==> config.mk <==
export PLATFORM = sky130hd
export DESIGN_NAME = miniCpu
export DESIGN_NICKNAME = d
export VERILOG_FILES = /design/src/design/cpuPkg.sv /design/src/design/aluUnit.sv /design/src/design/busPort.sv /design/src/design/miniCpu.sv /design/src/design/opSequencer.sv /design/src/design/progCounter.sv /design/src/design/regBank.sv
export SDC_FILE = /design/constraint.sdc
export NUM_CORES = 1
export LEC_CHECK = 0
export ABC_CLOCK_PERIOD_IN_PS = 7400
export BUFFER_PORTS_ARGS = -buffer_cell sky130_fd_sc_hd__buf_2
export CAP_MARGIN = 20
export CORE_AREA = 2 2 107 99
export DETAILED_ROUTE_END_ITERATION = 10
export DIE_AREA = 0 0 109 101
export PLACE_DENSITY = 0.73
export SYNTH_ARGS = -nofsm -noshare
export SYNTH_HDL_FRONTEND = slang
export SYNTH_SLANG_ARGS = --single-unit
==> constraint.sdc <==
create_clock -name CLK -period 7.4 [get_ports CLK]
set_clock_uncertainty 0.1 [all_clocks]
set_input_delay 1.85 -clock CLK [delete_from_list [all_inputs] [get_ports CLK]]
set_output_delay 1.85 -clock CLK [all_outputs]
set_load 0.01 [all_outputs]
==> src/design/cpuPkg.sv <==
package cpuPkg;

    ////////////////////////////////////////
    // Widths with a meaning
    ////////////////////////////////////////

    // Data, address and instruction byte
    typedef logic [7:0] byte_t;
    // One bit per interrupt line
    typedef logic [1:0] irqVec_t;
    // Instruction class, low nibble of the opcode byte
    typedef logic [3:0] opLow_t;
    // ALU select, high nibble of the opcode byte
    typedef logic [3:0] aluOp_t;

    // Instruction classes
    localparam opLow_t OP_READ_A    = 4'd0;
    localparam opLow_t OP_READ_B    = 4'd1;
    localparam opLow_t OP_WRITE_A   = 4'd2;
    localparam opLow_t OP_WRITE_B   = 4'd3;
    localparam opLow_t OP_MATH_A    = 4'd4;
    localparam opLow_t OP_MATH_B    = 4'd5;
    localparam opLow_t OP_BRANCH_EQ = 4'd6;
    localparam opLow_t OP_GOTO      = 4'd7;
    localparam opLow_t OP_IDLE      = 4'd8;

    // ALU operations
    localparam aluOp_t ALU_ADD   = 4'd0;
    localparam aluOp_t ALU_SUB   = 4'd1;
    localparam aluOp_t ALU_MUL   = 4'd2;
    localparam aluOp_t ALU_SHL   = 4'd3;
    localparam aluOp_t ALU_SHR   = 4'd4;
    localparam aluOp_t ALU_INC_A = 4'd5;
    localparam aluOp_t ALU_INC_B = 4'd6;
    localparam aluOp_t ALU_DEC_A = 4'd7;
    localparam aluOp_t ALU_DEC_B = 4'd8;
    localparam aluOp_t ALU_EQ    = 4'd9;
    localparam aluOp_t ALU_GT    = 4'd10;
    localparam aluOp_t ALU_LT    = 4'd11;

    // Fixed addresses
    localparam byte_t VEC_IRQ0      = 8'hFF;
    localparam byte_t VEC_IRQ1      = 8'hFE;
    localparam byte_t BUS_IDLE_ADDR = 8'hFF;
    localparam byte_t PC_RESET      = 8'h00;

    ////////////////////////////////////////
    // Sequencer states and control words
    ////////////////////////////////////////

    typedef enum logic [4:0] {
        ST_CHOOSE, ST_IDLE, ST_THREAD_0, ST_THREAD_1, ST_THREAD_2,
        ST_READ_A, ST_READ_B, ST_READ_0, ST_READ_1, ST_READ_2,
        ST_WRITE_A, ST_WRITE_B, ST_WRITE_0,
        ST_MATH_A, ST_MATH_B, ST_MATH_0,
        ST_BRANCH_EQ, ST_BRANCH_0, ST_BRANCH_1, ST_BRANCH_2,
        ST_GOTO, ST_GOTO_0, ST_GOTO_1
    } seqState_t;

    // Program counter update
    typedef enum logic [2:0] {
        PC_HOLD, PC_STEP1, PC_STEP2, PC_LOAD_ROM, PC_LOAD_VEC0, PC_LOAD_VEC1
    } pcOp_t;

    typedef struct packed {
        pcOp_t      pcOp;
        logic [1:0] fetchOffset;
    } pcCtrl_t;

    // srcAlu set takes the ALU result, clear takes busDataIn
    typedef struct packed {
        logic loadA;
        logic loadB;
        logic srcAlu;
    } regCtrl_t;

    typedef struct packed {
        logic drive;
        logic write;
        logic fromB;
    } busCtrl_t;

endpackage

==> src/design/aluUnit.sv <==
`timescale 1ns/1ns

module aluUnit (
    input  cpuPkg::byte_t romData,
    input  cpuPkg::byte_t regA,
    input  cpuPkg::byte_t regB,
    output cpuPkg::byte_t aluResult
);
    import cpuPkg::*;

    // Operation comes from the high nibble of the current opcode
    aluOp_t aluOp;
    // Low byte of A times B
    byte_t product;

    assign aluOp = romData[7:4];
    assign product = regA * regB;

    always_comb begin
        case (aluOp)
            ALU_ADD:   aluResult = regA + regB;
            ALU_SUB:   aluResult = regA - regB;
            ALU_MUL:   aluResult = product;
            // Shifts act on A only
            ALU_SHL:   aluResult = regA << 1;
            ALU_SHR:   aluResult = regA >> 1;
            ALU_INC_A: aluResult = regA + 8'd1;
            ALU_INC_B: aluResult = regB + 8'd1;
            ALU_DEC_A: aluResult = regA - 8'd1;
            ALU_DEC_B: aluResult = regB - 8'd1;
            // Compares give 1 or 0, the branch tests for 1
            ALU_EQ:    aluResult = (regA == regB) ? 8'h01 : 8'h00;
            ALU_GT:    aluResult = (regA > regB) ? 8'h01 : 8'h00;
            ALU_LT:    aluResult = (regA < regB) ? 8'h01 : 8'h00;
            default:   aluResult = 8'h00;
        endcase
    end

endmodule

==> src/design/busPort.sv <==
`timescale 1ns/1ns

module busPort (
    input  logic              CLK,
    input  logic              RESET,
    input  cpuPkg::busCtrl_t  busCtl,
    input  cpuPkg::byte_t     romData,
    input  cpuPkg::byte_t     regA,
    input  cpuPkg::byte_t     regB,
    output cpuPkg::byte_t     busAddr,
    output cpuPkg::byte_t     busDataOut,
    output logic              busWe
);
    import cpuPkg::*;

    // Address and strobe, idle address between accesses
    always_ff @(posedge CLK) begin
        if (RESET) begin
            busAddr <= BUS_IDLE_ADDR;
            busWe <= 1'b0;
        end else begin
            busAddr <= busCtl.drive ? romData : BUS_IDLE_ADDR;
            busWe <= busCtl.write;
        end
    end

    // Write data lines up with busWe, held otherwise
    always_ff @(posedge CLK) begin
        if (busCtl.write) begin
            busDataOut <= busCtl.fromB ? regB : regA;
        end
    end

endmodule

==> src/design/miniCpu.sv <==
`timescale 1ns/1ns

module miniCpu (
    input  logic             CLK,
    input  logic             RESET,
    output cpuPkg::byte_t    romAddr,
    input  cpuPkg::byte_t    romData,
    output cpuPkg::byte_t    busAddr,
    input  cpuPkg::byte_t    busDataIn,
    output cpuPkg::byte_t    busDataOut,
    output logic             busWe,
    input  cpuPkg::irqVec_t  irqRaise,
    output cpuPkg::irqVec_t  irqAck
);
    import cpuPkg::*;

    // Control from the sequencer
    pcCtrl_t pcCtl;
    regCtrl_t regCtl;
    busCtrl_t busCtl;
    // Datapath
    byte_t regA;
    byte_t regB;
    byte_t aluResult;

    opSequencer opSeq (
        .CLK(CLK), .RESET(RESET),
        .romData(romData), .aluResult(aluResult),
        .irqRaise(irqRaise), .irqAck(irqAck),
        .pcCtl(pcCtl), .regCtl(regCtl), .busCtl(busCtl)
    );

    progCounter progCnt (
        .CLK(CLK), .RESET(RESET),
        .pcCtl(pcCtl), .romData(romData), .romAddr(romAddr)
    );

    regBank regs (
        .CLK(CLK), .RESET(RESET),
        .regCtl(regCtl), .busDataIn(busDataIn), .aluResult(aluResult),
        .regA(regA), .regB(regB)
    );

    // ALU select rides on the opcode byte
    aluUnit alu (
        .romData(romData), .regA(regA), .regB(regB), .aluResult(aluResult)
    );

    busPort busIf (
        .CLK(CLK), .RESET(RESET),
        .busCtl(busCtl), .romData(romData), .regA(regA), .regB(regB),
        .busAddr(busAddr), .busDataOut(busDataOut), .busWe(busWe)
    );

endmodule

==> src/design/opSequencer.sv <==
`timescale 1ns/1ns

module opSequencer (
    input  logic              CLK,
    input  logic              RESET,
    input  cpuPkg::byte_t     romData,
    input  cpuPkg::byte_t     aluResult,
    input  cpuPkg::irqVec_t   irqRaise,
    output cpuPkg::irqVec_t   irqAck,
    output cpuPkg::pcCtrl_t   pcCtl,
    output cpuPkg::regCtrl_t  regCtl,
    output cpuPkg::busCtrl_t  busCtl
);
    import cpuPkg::*;

    seqState_t state;
    seqState_t stateNext;
    // Destination of a read, set for B
    logic readToB;
    logic readToBNext;
    irqVec_t ackNext;
    opLow_t opCode;

    assign opCode = romData[3:0];

    always_ff @(posedge CLK) begin
        if (RESET) begin
            state <= ST_CHOOSE;
            readToB <= 1'b0;
            irqAck <= '0;
        end else begin
            state <= stateNext;
            readToB <= readToBNext;
            irqAck <= ackNext;
        end
    end

    // Control words are next-cycle values, the data modules register them
    always_comb begin
        stateNext = state;
        readToBNext = readToB;
        ackNext = '0;
        pcCtl = '{pcOp: PC_HOLD, fetchOffset: 2'd0};
        regCtl = '0;
        busCtl = '0;
        case (state)
            ////////////////////////////////////////
            // Thread start
            ////////////////////////////////////////
            // Line 0 wins when both are raised
            ST_IDLE: begin
                if (irqRaise[0]) begin
                    stateNext = ST_THREAD_0;
                    pcCtl.pcOp = PC_LOAD_VEC0;
                    ackNext = 2'b01;
                end else if (irqRaise[1]) begin
                    stateNext = ST_THREAD_0;
                    pcCtl.pcOp = PC_LOAD_VEC1;
                    ackNext = 2'b10;
                end
            end
            ST_THREAD_0: stateNext = ST_THREAD_1;
            // ROM now shows the vector byte
            ST_THREAD_1: begin
                stateNext = ST_THREAD_2;
                pcCtl.pcOp = PC_LOAD_ROM;
            end
            ST_THREAD_2: stateNext = ST_CHOOSE;

            ////////////////////////////////////////
            // Decode
            ////////////////////////////////////////
            // Offset 1 only where the second byte is needed, math and branch
            // keep the opcode on the ROM for the ALU select
            ST_CHOOSE: begin
                case (opCode)
                    OP_READ_A: begin
                        stateNext = ST_READ_A;
                        pcCtl.fetchOffset = 2'd1;
                    end
                    OP_READ_B: begin
                        stateNext = ST_READ_B;
                        pcCtl.fetchOffset = 2'd1;
                    end
                    OP_WRITE_A: begin
                        stateNext = ST_WRITE_A;
                        pcCtl.fetchOffset = 2'd1;
                    end
                    OP_WRITE_B: begin
                        stateNext = ST_WRITE_B;
                        pcCtl.fetchOffset = 2'd1;
                    end
                    OP_MATH_A:    stateNext = ST_MATH_A;
                    OP_MATH_B:    stateNext = ST_MATH_B;
                    OP_BRANCH_EQ: stateNext = ST_BRANCH_EQ;
                    OP_GOTO: begin
                        stateNext = ST_GOTO;
                        pcCtl.fetchOffset = 2'd1;
                    end
                    OP_IDLE:      stateNext = ST_IDLE;
                    // Unknown classes park as well
                    default:      stateNext = ST_IDLE;
                endcase
            end

            ////////////////////////////////////////
            // Memory read
            ////////////////////////////////////////
            ST_READ_A, ST_READ_B: begin
                stateNext = ST_READ_0;
                readToBNext = (state == ST_READ_B);
                pcCtl.fetchOffset = 2'd1;
            end
            // Operand address on the ROM, latch it onto the bus
            ST_READ_0: begin
                stateNext = ST_READ_1;
                pcCtl.fetchOffset = 2'd1;
                busCtl.drive = 1'b1;
            end
            // Hold the address one more cycle and move past the instruction
            ST_READ_1: begin
                stateNext = ST_READ_2;
                pcCtl.pcOp = PC_STEP2;
                busCtl.drive = 1'b1;
            end
            ST_READ_2: begin
                stateNext = ST_CHOOSE;
                regCtl.loadA = !readToB;
                regCtl.loadB = readToB;
            end

            ////////////////////////////////////////
            // Memory write
            ////////////////////////////////////////
            ST_WRITE_A, ST_WRITE_B: begin
                stateNext = ST_WRITE_0;
                pcCtl.pcOp = PC_STEP2;
                busCtl.drive = 1'b1;
                busCtl.write = 1'b1;
                busCtl.fromB = (state == ST_WRITE_B);
            end
            // busWe is high here
            ST_WRITE_0: stateNext = ST_CHOOSE;

            // ALU result saved, step one byte
            ST_MATH_A, ST_MATH_B: begin
                stateNext = ST_MATH_0;
                pcCtl.pcOp = PC_STEP1;
                regCtl.loadA = (state == ST_MATH_A);
                regCtl.loadB = (state == ST_MATH_B);
                regCtl.srcAlu = 1'b1;
            end
            ST_MATH_0: stateNext = ST_CHOOSE;

            ////////////////////////////////////////
            // Branch and goto
            ////////////////////////////////////////
            // Taken points at the target byte, not taken skips it
            ST_BRANCH_EQ: begin
                if (aluResult == 8'h01) begin
                    stateNext = ST_BRANCH_1;
                    pcCtl.pcOp = PC_STEP1;
                end else begin
                    stateNext = ST_BRANCH_0;
                    pcCtl.pcOp = PC_STEP2;
                end
            end
            ST_BRANCH_1: begin
                stateNext = ST_BRANCH_2;
                pcCtl.pcOp = PC_LOAD_ROM;
            end
            ST_BRANCH_0: stateNext = ST_BRANCH_2;
            ST_BRANCH_2: stateNext = ST_CHOOSE;
            ST_GOTO: begin
                stateNext = ST_GOTO_0;
                pcCtl.fetchOffset = 2'd1;
            end
            ST_GOTO_0: begin
                stateNext = ST_GOTO_1;
                pcCtl.pcOp = PC_LOAD_ROM;
            end
            ST_GOTO_1: stateNext = ST_CHOOSE;
            default: stateNext = ST_CHOOSE;
        endcase
    end

endmodule

==> src/design/progCounter.sv <==
`timescale 1ns/1ns

module progCounter (
    input  logic             CLK,
    input  logic             RESET,
    input  cpuPkg::pcCtrl_t  pcCtl,
    input  cpuPkg::byte_t    romData,
    output cpuPkg::byte_t    romAddr
);
    import cpuPkg::*;

    // Address of the current opcode
    byte_t pcValue;
    // Offset into the current instruction, 1 points at its operand byte
    logic [1:0] fetchOff;

    always_ff @(posedge CLK) begin
        if (RESET) begin
            pcValue <= PC_RESET;
            fetchOff <= 2'd0;
        end else begin
            fetchOff <= pcCtl.fetchOffset;
            case (pcCtl.pcOp)
                PC_STEP1:     pcValue <= pcValue + 8'd1;
                PC_STEP2:     pcValue <= pcValue + 8'd2;
                // Jump and thread targets arrive on the ROM data
                PC_LOAD_ROM:  pcValue <= romData;
                PC_LOAD_VEC0: pcValue <= VEC_IRQ0;
                PC_LOAD_VEC1: pcValue <= VEC_IRQ1;
                default:      pcValue <= pcValue;
            endcase
        end
    end

    // ROM reads asynchronously, so this address is answered in the same cycle
    assign romAddr = pcValue + byte_t'(fetchOff);

endmodule

==> src/design/regBank.sv <==
`timescale 1ns/1ns

module regBank (
    input  logic              CLK,
    input  logic              RESET,
    input  cpuPkg::regCtrl_t  regCtl,
    input  cpuPkg::byte_t     busDataIn,
    input  cpuPkg::byte_t     aluResult,
    output cpuPkg::byte_t     regA,
    output cpuPkg::byte_t     regB
);
    import cpuPkg::*;

    // Shared load value for both registers
    byte_t loadValue;

    assign loadValue = regCtl.srcAlu ? aluResult : busDataIn;

    // Working registers
    always_ff @(posedge CLK) begin
        if (RESET) begin
            regA <= 8'h00;
            regB <= 8'h00;
        end else begin
            if (regCtl.loadA) begin
                regA <= loadValue;
            end
            if (regCtl.loadB) begin
                regB <= loadValue;
            end
        end
    end

endmodule

======== Yosys cells after proc, flatten, opt, wreduce, memory -nomap -nowiden ========
Index checks and enable logic that the tools add are counted.
storage, ports and cells
  flip-flop bits (word level) ............. 51
  bits of input ports ..................... 20
  word-level logic and storage cells ...... 109
cells by class
  add/sub/neg operators ................... 9
  $mul .................................... 1
  $lt $le $gt $ge ......................... 2
  eq/ne operators ......................... 43
  mux-type cells .......................... 24
  bitwise operators ....................... 2
  reductions and logical operators ........ 17
operator list
  operator             count
  $pmux 8 s12          1
  $pmux 5 s13          1
  $pmux 5 s8           1
  $pmux 8 s5           1
  $eq 4x3->1 const B   8
  $eq 5x4->1 const B   6
  $eq 5x5->1 const B   5
  $add 8x1->8 const B  3
  $eq 4x2->1 const B   4
  $eq 4x4->1 const B   4
  $mux 8               2
  $sub 8x1->8 const B  2
  $eq 5x3->1 const B   3
  $pmux 3 s5           1
  $reduce_or 2->1      6
  $eq 5x2->1 const B   2
  $mux 5               2
  $reduce_or 3->1      3
  $add 8x2->8          1
  $add 8x2->8 const B  1
  $add 8x8->8          1
  $eq 4x1->1 const B   2
  $eq 8x1->1 const B   1
  $eq 8x8->1           1
  20 further kinds     36

======== Longest topological paths before layout ========
  depth after elaboration ................. 8
  gate-level depth with buffers ........... 21
  depth with buffers taken out ............ 20

======== Hierarchy ========
From an unflattened synthesis, not the netlist that was laid out.
unflattened totals
  cell total of the unflattened synthesis .. 652
  area, all modules ....................... 5402.7 um2
modules (own cells, without submodules)
  module       instances  cells each  area each (um2)  sequential area each (um2)
  aluUnit      1          303         2319.7           0.0
  progCounter  1          130         993.5            200.2
  opSequencer  1          121         830.8            160.2
  regBank      1          63          630.6            320.3
  busPort      1          35          628.1            420.4

======== Worst setup path before layout ========
No wires, ideal clock.
  path kind ............................... reg-to-reg
  from .................................... register regs.regA[1]
  to ...................................... register progCnt.pcValue[5]
  library setup time ...................... 0.122 ns
  arrival ................................. 5.195 ns
  setup slack ............................. 1.983 ns
  stages on the path, launching flop included .. 21
  clock period less this slack ............ 5.417 ns
  cells stage by stage .................... dfxtp_1 clkbuf_1 nand2_1 fa_1 fa_1 inv_1 fa_1 inv_1 fa_1 inv_1 ha_1 a21oi_1 xnor3_1 xnor3_1 a22oi_1 o211ai_1 and4b_1 buf_6 o21ai_1 nand2b_1 a221o_1
between the ends
  longest elaborated chain between the ends .. 8
  elaborated cells between the ends (all ways) .. 22
ends and longest elaborated chain
  element                                                              RTL line            text
  from (decl)                                                          regBank.sv:9        output cpuPkg::byte_t regA,
  from (signal assigned)                                               regBank.sv:26       regA <= loadValue;
  parallel branches: the longest is 2 deep, another holds $mul 8x8->8  --
  $pmux 8 s12 *                                                        aluUnit.sv:20       case (aluOp)
  $eq 8x1->1 *                                                         opSequencer.sv:160  if (aluResult == 8'h01) begin
  $mux 2 *                                                             opSequencer.sv:160
  $pmux 3 s5 *                                                         opSequencer.sv:46   case (state)
  $eq 3x3->1 (tied with other cells)                                   progCounter.sv:23   case (pcCtl.pcOp)
  $pmux 8 s5 or $reduce_bool 5->1 (tied branches)                      --
  to (signal assigned)                                                 progCounter.sv:24   PC_STEP1: pcValue <= pcValue + 8'd1;
  to (signal assigned)                                                 progCounter.sv:25   PC_STEP2: pcValue <= pcValue + 8'd2;
  to (signal assigned)                                                 progCounter.sv:27   PC_LOAD_ROM: pcValue <= romData;
  to (decl)                                                            progCounter.sv:13   byte_t pcValue;
Mark *: on every way between the ends.
A chain may end at the register's enable or synchronous reset.

======== Final worst setup path ========
  from .................................... register regs.regA[0]
  to ...................................... register progCnt.pcValue[5]
Same word-level chain as after synthesis.

==> results_dict.tcl <==
set metrics [dict create \
    status "complete, no violations" \
    rsz0062_at_grt "no" \
    dp_hpwl_um 11700 \
    yosys_warnings 0 \
    cts_sinks 50 \
    timing.critical_path.arrival_ns 6.37 \
    antenna_found_initial 0 \
    wl_per_cell_um 18.3 \
    slew_headroom_pct 33.7 \
    clk_pin_slew_ns 0.10 \
    yosys.area.top_type "dfxtp_1" \
    layout-area-overhead-vs-synth_pct 6.58 \
    holdPathEnd "opSeq.readToB" \
    grt_max_degree 35 \
    fin_crit_sh_pct 84.8 \
    ff2ff_setup_slack_ns 1.13 \
    hold_viol 0 \
    p_leak_nw 2.39 \
    synth-edff-count 8 \
    die_w_um 109 \
    fmax_mhz 159 \
    gp_congestion 1.04 \
    cts_inserted_buffers 5 \
    die_y_um 101 \
    worst-path-max-fanout 12 \
    synth_top_area_share_pct 15.8 \
    drc_errors 0 \
    critPathLaunchType "flop" \
    antenna_cells 0 \
    timing.rr.end "progCnt.pcValue[5]" \
    fp.coreArea_um2 9940 \
    synth_cells 691 \
    cp.buffers_inverters 3 \
    dp_cells 827 \
    via_per_inst 6.10 \
    required_ns 7.50 \
    fin_cells 835 \
    power_density_nw_per_um2 208 \
    clk_path_buf_depth 2 \
    grt-ovfl-total 0 \
    finalSetupViolCount 0 \
    cts_tree "built" \
    cp_cell_sequence "inv_1 > nor2_1 > ha_1 > fa_1 > ha_1 > inv_1 > fa_1 > inv_1 > fa_1 > a21o_1 > a21oi_1 > xnor3_1 > xnor3_1 > a22oi_1 > o211ai_1 > and4b_1 > o21ai_1 > nand2b_1 > a221o_1" \
    ys_ff_latch 50 \
    firstDrtPassIters 5 \
    grt_use_total_pct 28.4 \
    root_buffer "clkbuf_8" \
    syn_area_um2 5330 \
    insertion_delay_ns 0.30 \
    ant_nets 0 \
    drive_gt1_share_pct 10.2 \
    die_area_um2 11000 \
    cap_violations 0 \
    syn-num-nets 772 \
    reg2reg_depth 19 \
    worstMarginPinSlew_ns 0.989 \
    hp-class "reg -> reg" \
    r2r-start "regs.regA[0]" \
    routed_wl_um 15200 \
    hold_buffers 0 \
    period_needed_ns 6.27 \
    critical_path_class "reg -> reg" \
    max_stage_delay_ns 0.76 \
    htreeDepth 2 \
    rows 35 \
    hold_path_depth 2 \
    synth_flop_cell "dfxtp_1" \
    vias 5094 \
    critPathTopFamily "adder cells" \
    drtIter0Drc 467 \
    avgSynthCellArea_um2 7.71 \
    grt_pass1_vias 4922 \
    io_pins 47 \
    synth_top_cells_by_area "dfxtp_1, ha_1, nor2_1, fa_1, xnor2_1" \
    start_util_pct 53.6 \
    yosysSeqAreaShare_pct 20.3 \
    crit_path_end_kind "flop" \
    crit_path_top_delay_cell "dfxtp_1" \
    drv_slew 0 \
    layout.nets 786 \
    port-buffer-count 46 \
    ir_drop_mv 0.137 \
    postCtsSetupBuffers 0 \
    synthArstFlopShare_pct 0 \
    grt_pass1_wl_um 24600 \
    tns_ns 0 \
    min_from "opSeq.readToB" \
    synth_cell_type_count 76 \
    post_cts_resized 0 \
]
[layer usage]
layer / GRT usage [%] / wire (µm)
met5: 0 / 0
met4: 6.51 / 237
met3: 5.37 / 1380
met2: 45.5 / 6920
met1: 39.4 / 6710
[through the flow]
stage	hold slack (ns)	instance area (µm²)	utilization [%]	power (W)	setup slack [ns]
finish	0.447	5680	57.1	0.00118	1.13
global route	0.493	5680	57.1	0.00126	0.752
CTS	0.451	5680	57.1	0.00117	1.14
detailed placement	0.435	5560	55.9	0.000966	1.15
global placement	0.394	5560	55.9	0.000950	1.35
floorplan	0.378	5330	-	0.000825	1.98
[report_power, final]
group          total, W  internal (W)  switching, W
sequential     0.000401      0.000315     0.0000863
combinational  0.000574      0.000237      0.000337
clock          0.000204      0.000103      0.000101
total           0.00118      0.000655      0.000525
[worst max-delay path by stage]
stage | from | endpoint | slack, ns | cells after the start
after CTS | regs.regA[0] | progCnt.pcValue[5] | 1.14 | 19
after detailed placement | regs.regA[0] | progCnt.pcValue[5] | 1.15 | 19
final | regs.regA[0] | progCnt.pcValue[5] | 1.13 | 19
after floorplan | regs.regA[1] | progCnt.pcValue[5] | 1.98 | 20
after global placement | regs.regA[0] | progCnt.pcValue[5] | 1.35 | 19
after global routing | regs.regA[2] | progCnt.pcValue[5] | 0.75 | 18
[layout by cell type, fill, tap and decap left out, types with 4 or more instances in the layout]
master and n:
xor2_1 12, nor3_1 13, nor2_1 85, a21o_1 7, o22ai_1 4, o211ai_1 6, ha_1 46, buf_2 46
o21ai_0 34, a211o_1 6, nand3_1 15, and2_1 12, edfxtp_1 8, mux2i_1 9, nand2_1 56, or3_1 6
a221oi_1 4, fa_1 15, a211oi_1 10, nand2b_1 15, nor2b_1 12, clkbuf_8 5, mux2_2 7, a22oi_1 6
xnor2_1 34, inv_1 49, dfxtp_1 42, nor4_1 6, a21oi_1 48, nor3b_1 9
[area by class of cell]
type / count / area, µm²
Inverter: 49 / 184
Clock inverter: 3 / 47.5
Timing Repair Buffer: 49 / 253
Sequential cell: 50 / 1080
Multi-Input combinational cell: 550 / 3880
Fill cell: 945 / 4270
Clock buffer: 5 / 68.8
Tap cell: 129 / 161
[worst min-delay path, cell delays in order (launching register included)]
cell and delay, ns:
dfxtp_1 0.37, a21oi_1 0.07, nor2_1 0.07
[cell usage after synthesis, types with 8 or more instances]
| cell type | number |
|---|---|
| nor2b_1 | 12 |
| xor2_1 | 12 |
| nor3b_1 | 9 |
| nand2_1 | 56 |
| a211oi_1 | 10 |
| nor3_1 | 13 |
| nand3_1 | 15 |
| xnor2_1 | 34 |
| buf_2 | 9 |
| nor2_1 | 85 |
| dfxtp_1 | 42 |
| and2_1 | 12 |
| fa_1 | 15 |
| ha_1 | 46 |
| nand2b_1 | 15 |
| clkbuf_1 | 30 |
| edfxtp_1 | 8 |
| a21oi_1 | 48 |
| mux2i_1 | 9 |
| o21ai_0 | 34 |
| inv_1 | 49 |
[state kept, by name, summed over array words and instances, names as in the netlist]
signal and count:
busIf.busWe 1, opSeq.readToB 1, busIf.busAddr 8, opSeq.irqAck 2, opSeq.state 5, regs.regB 8
progCnt.fetchOff 1, regs.regA 8, progCnt.pcValue 8, busIf.busDataOut 8
[kinds of logic after synthesis]
logic type | Yosys count | synth area share (%)
simple gates | 257 | 24.0
compound gates | 168 | 20.8
buf+inv | 91 | 6.84
fa+ha+maj | 61 | 16.4
flops | 50 | 20.3
xor+xnor | 48 | 8.41
mux | 16 | 3.17
Note: power is estimated with default switching activity, not from simulation.
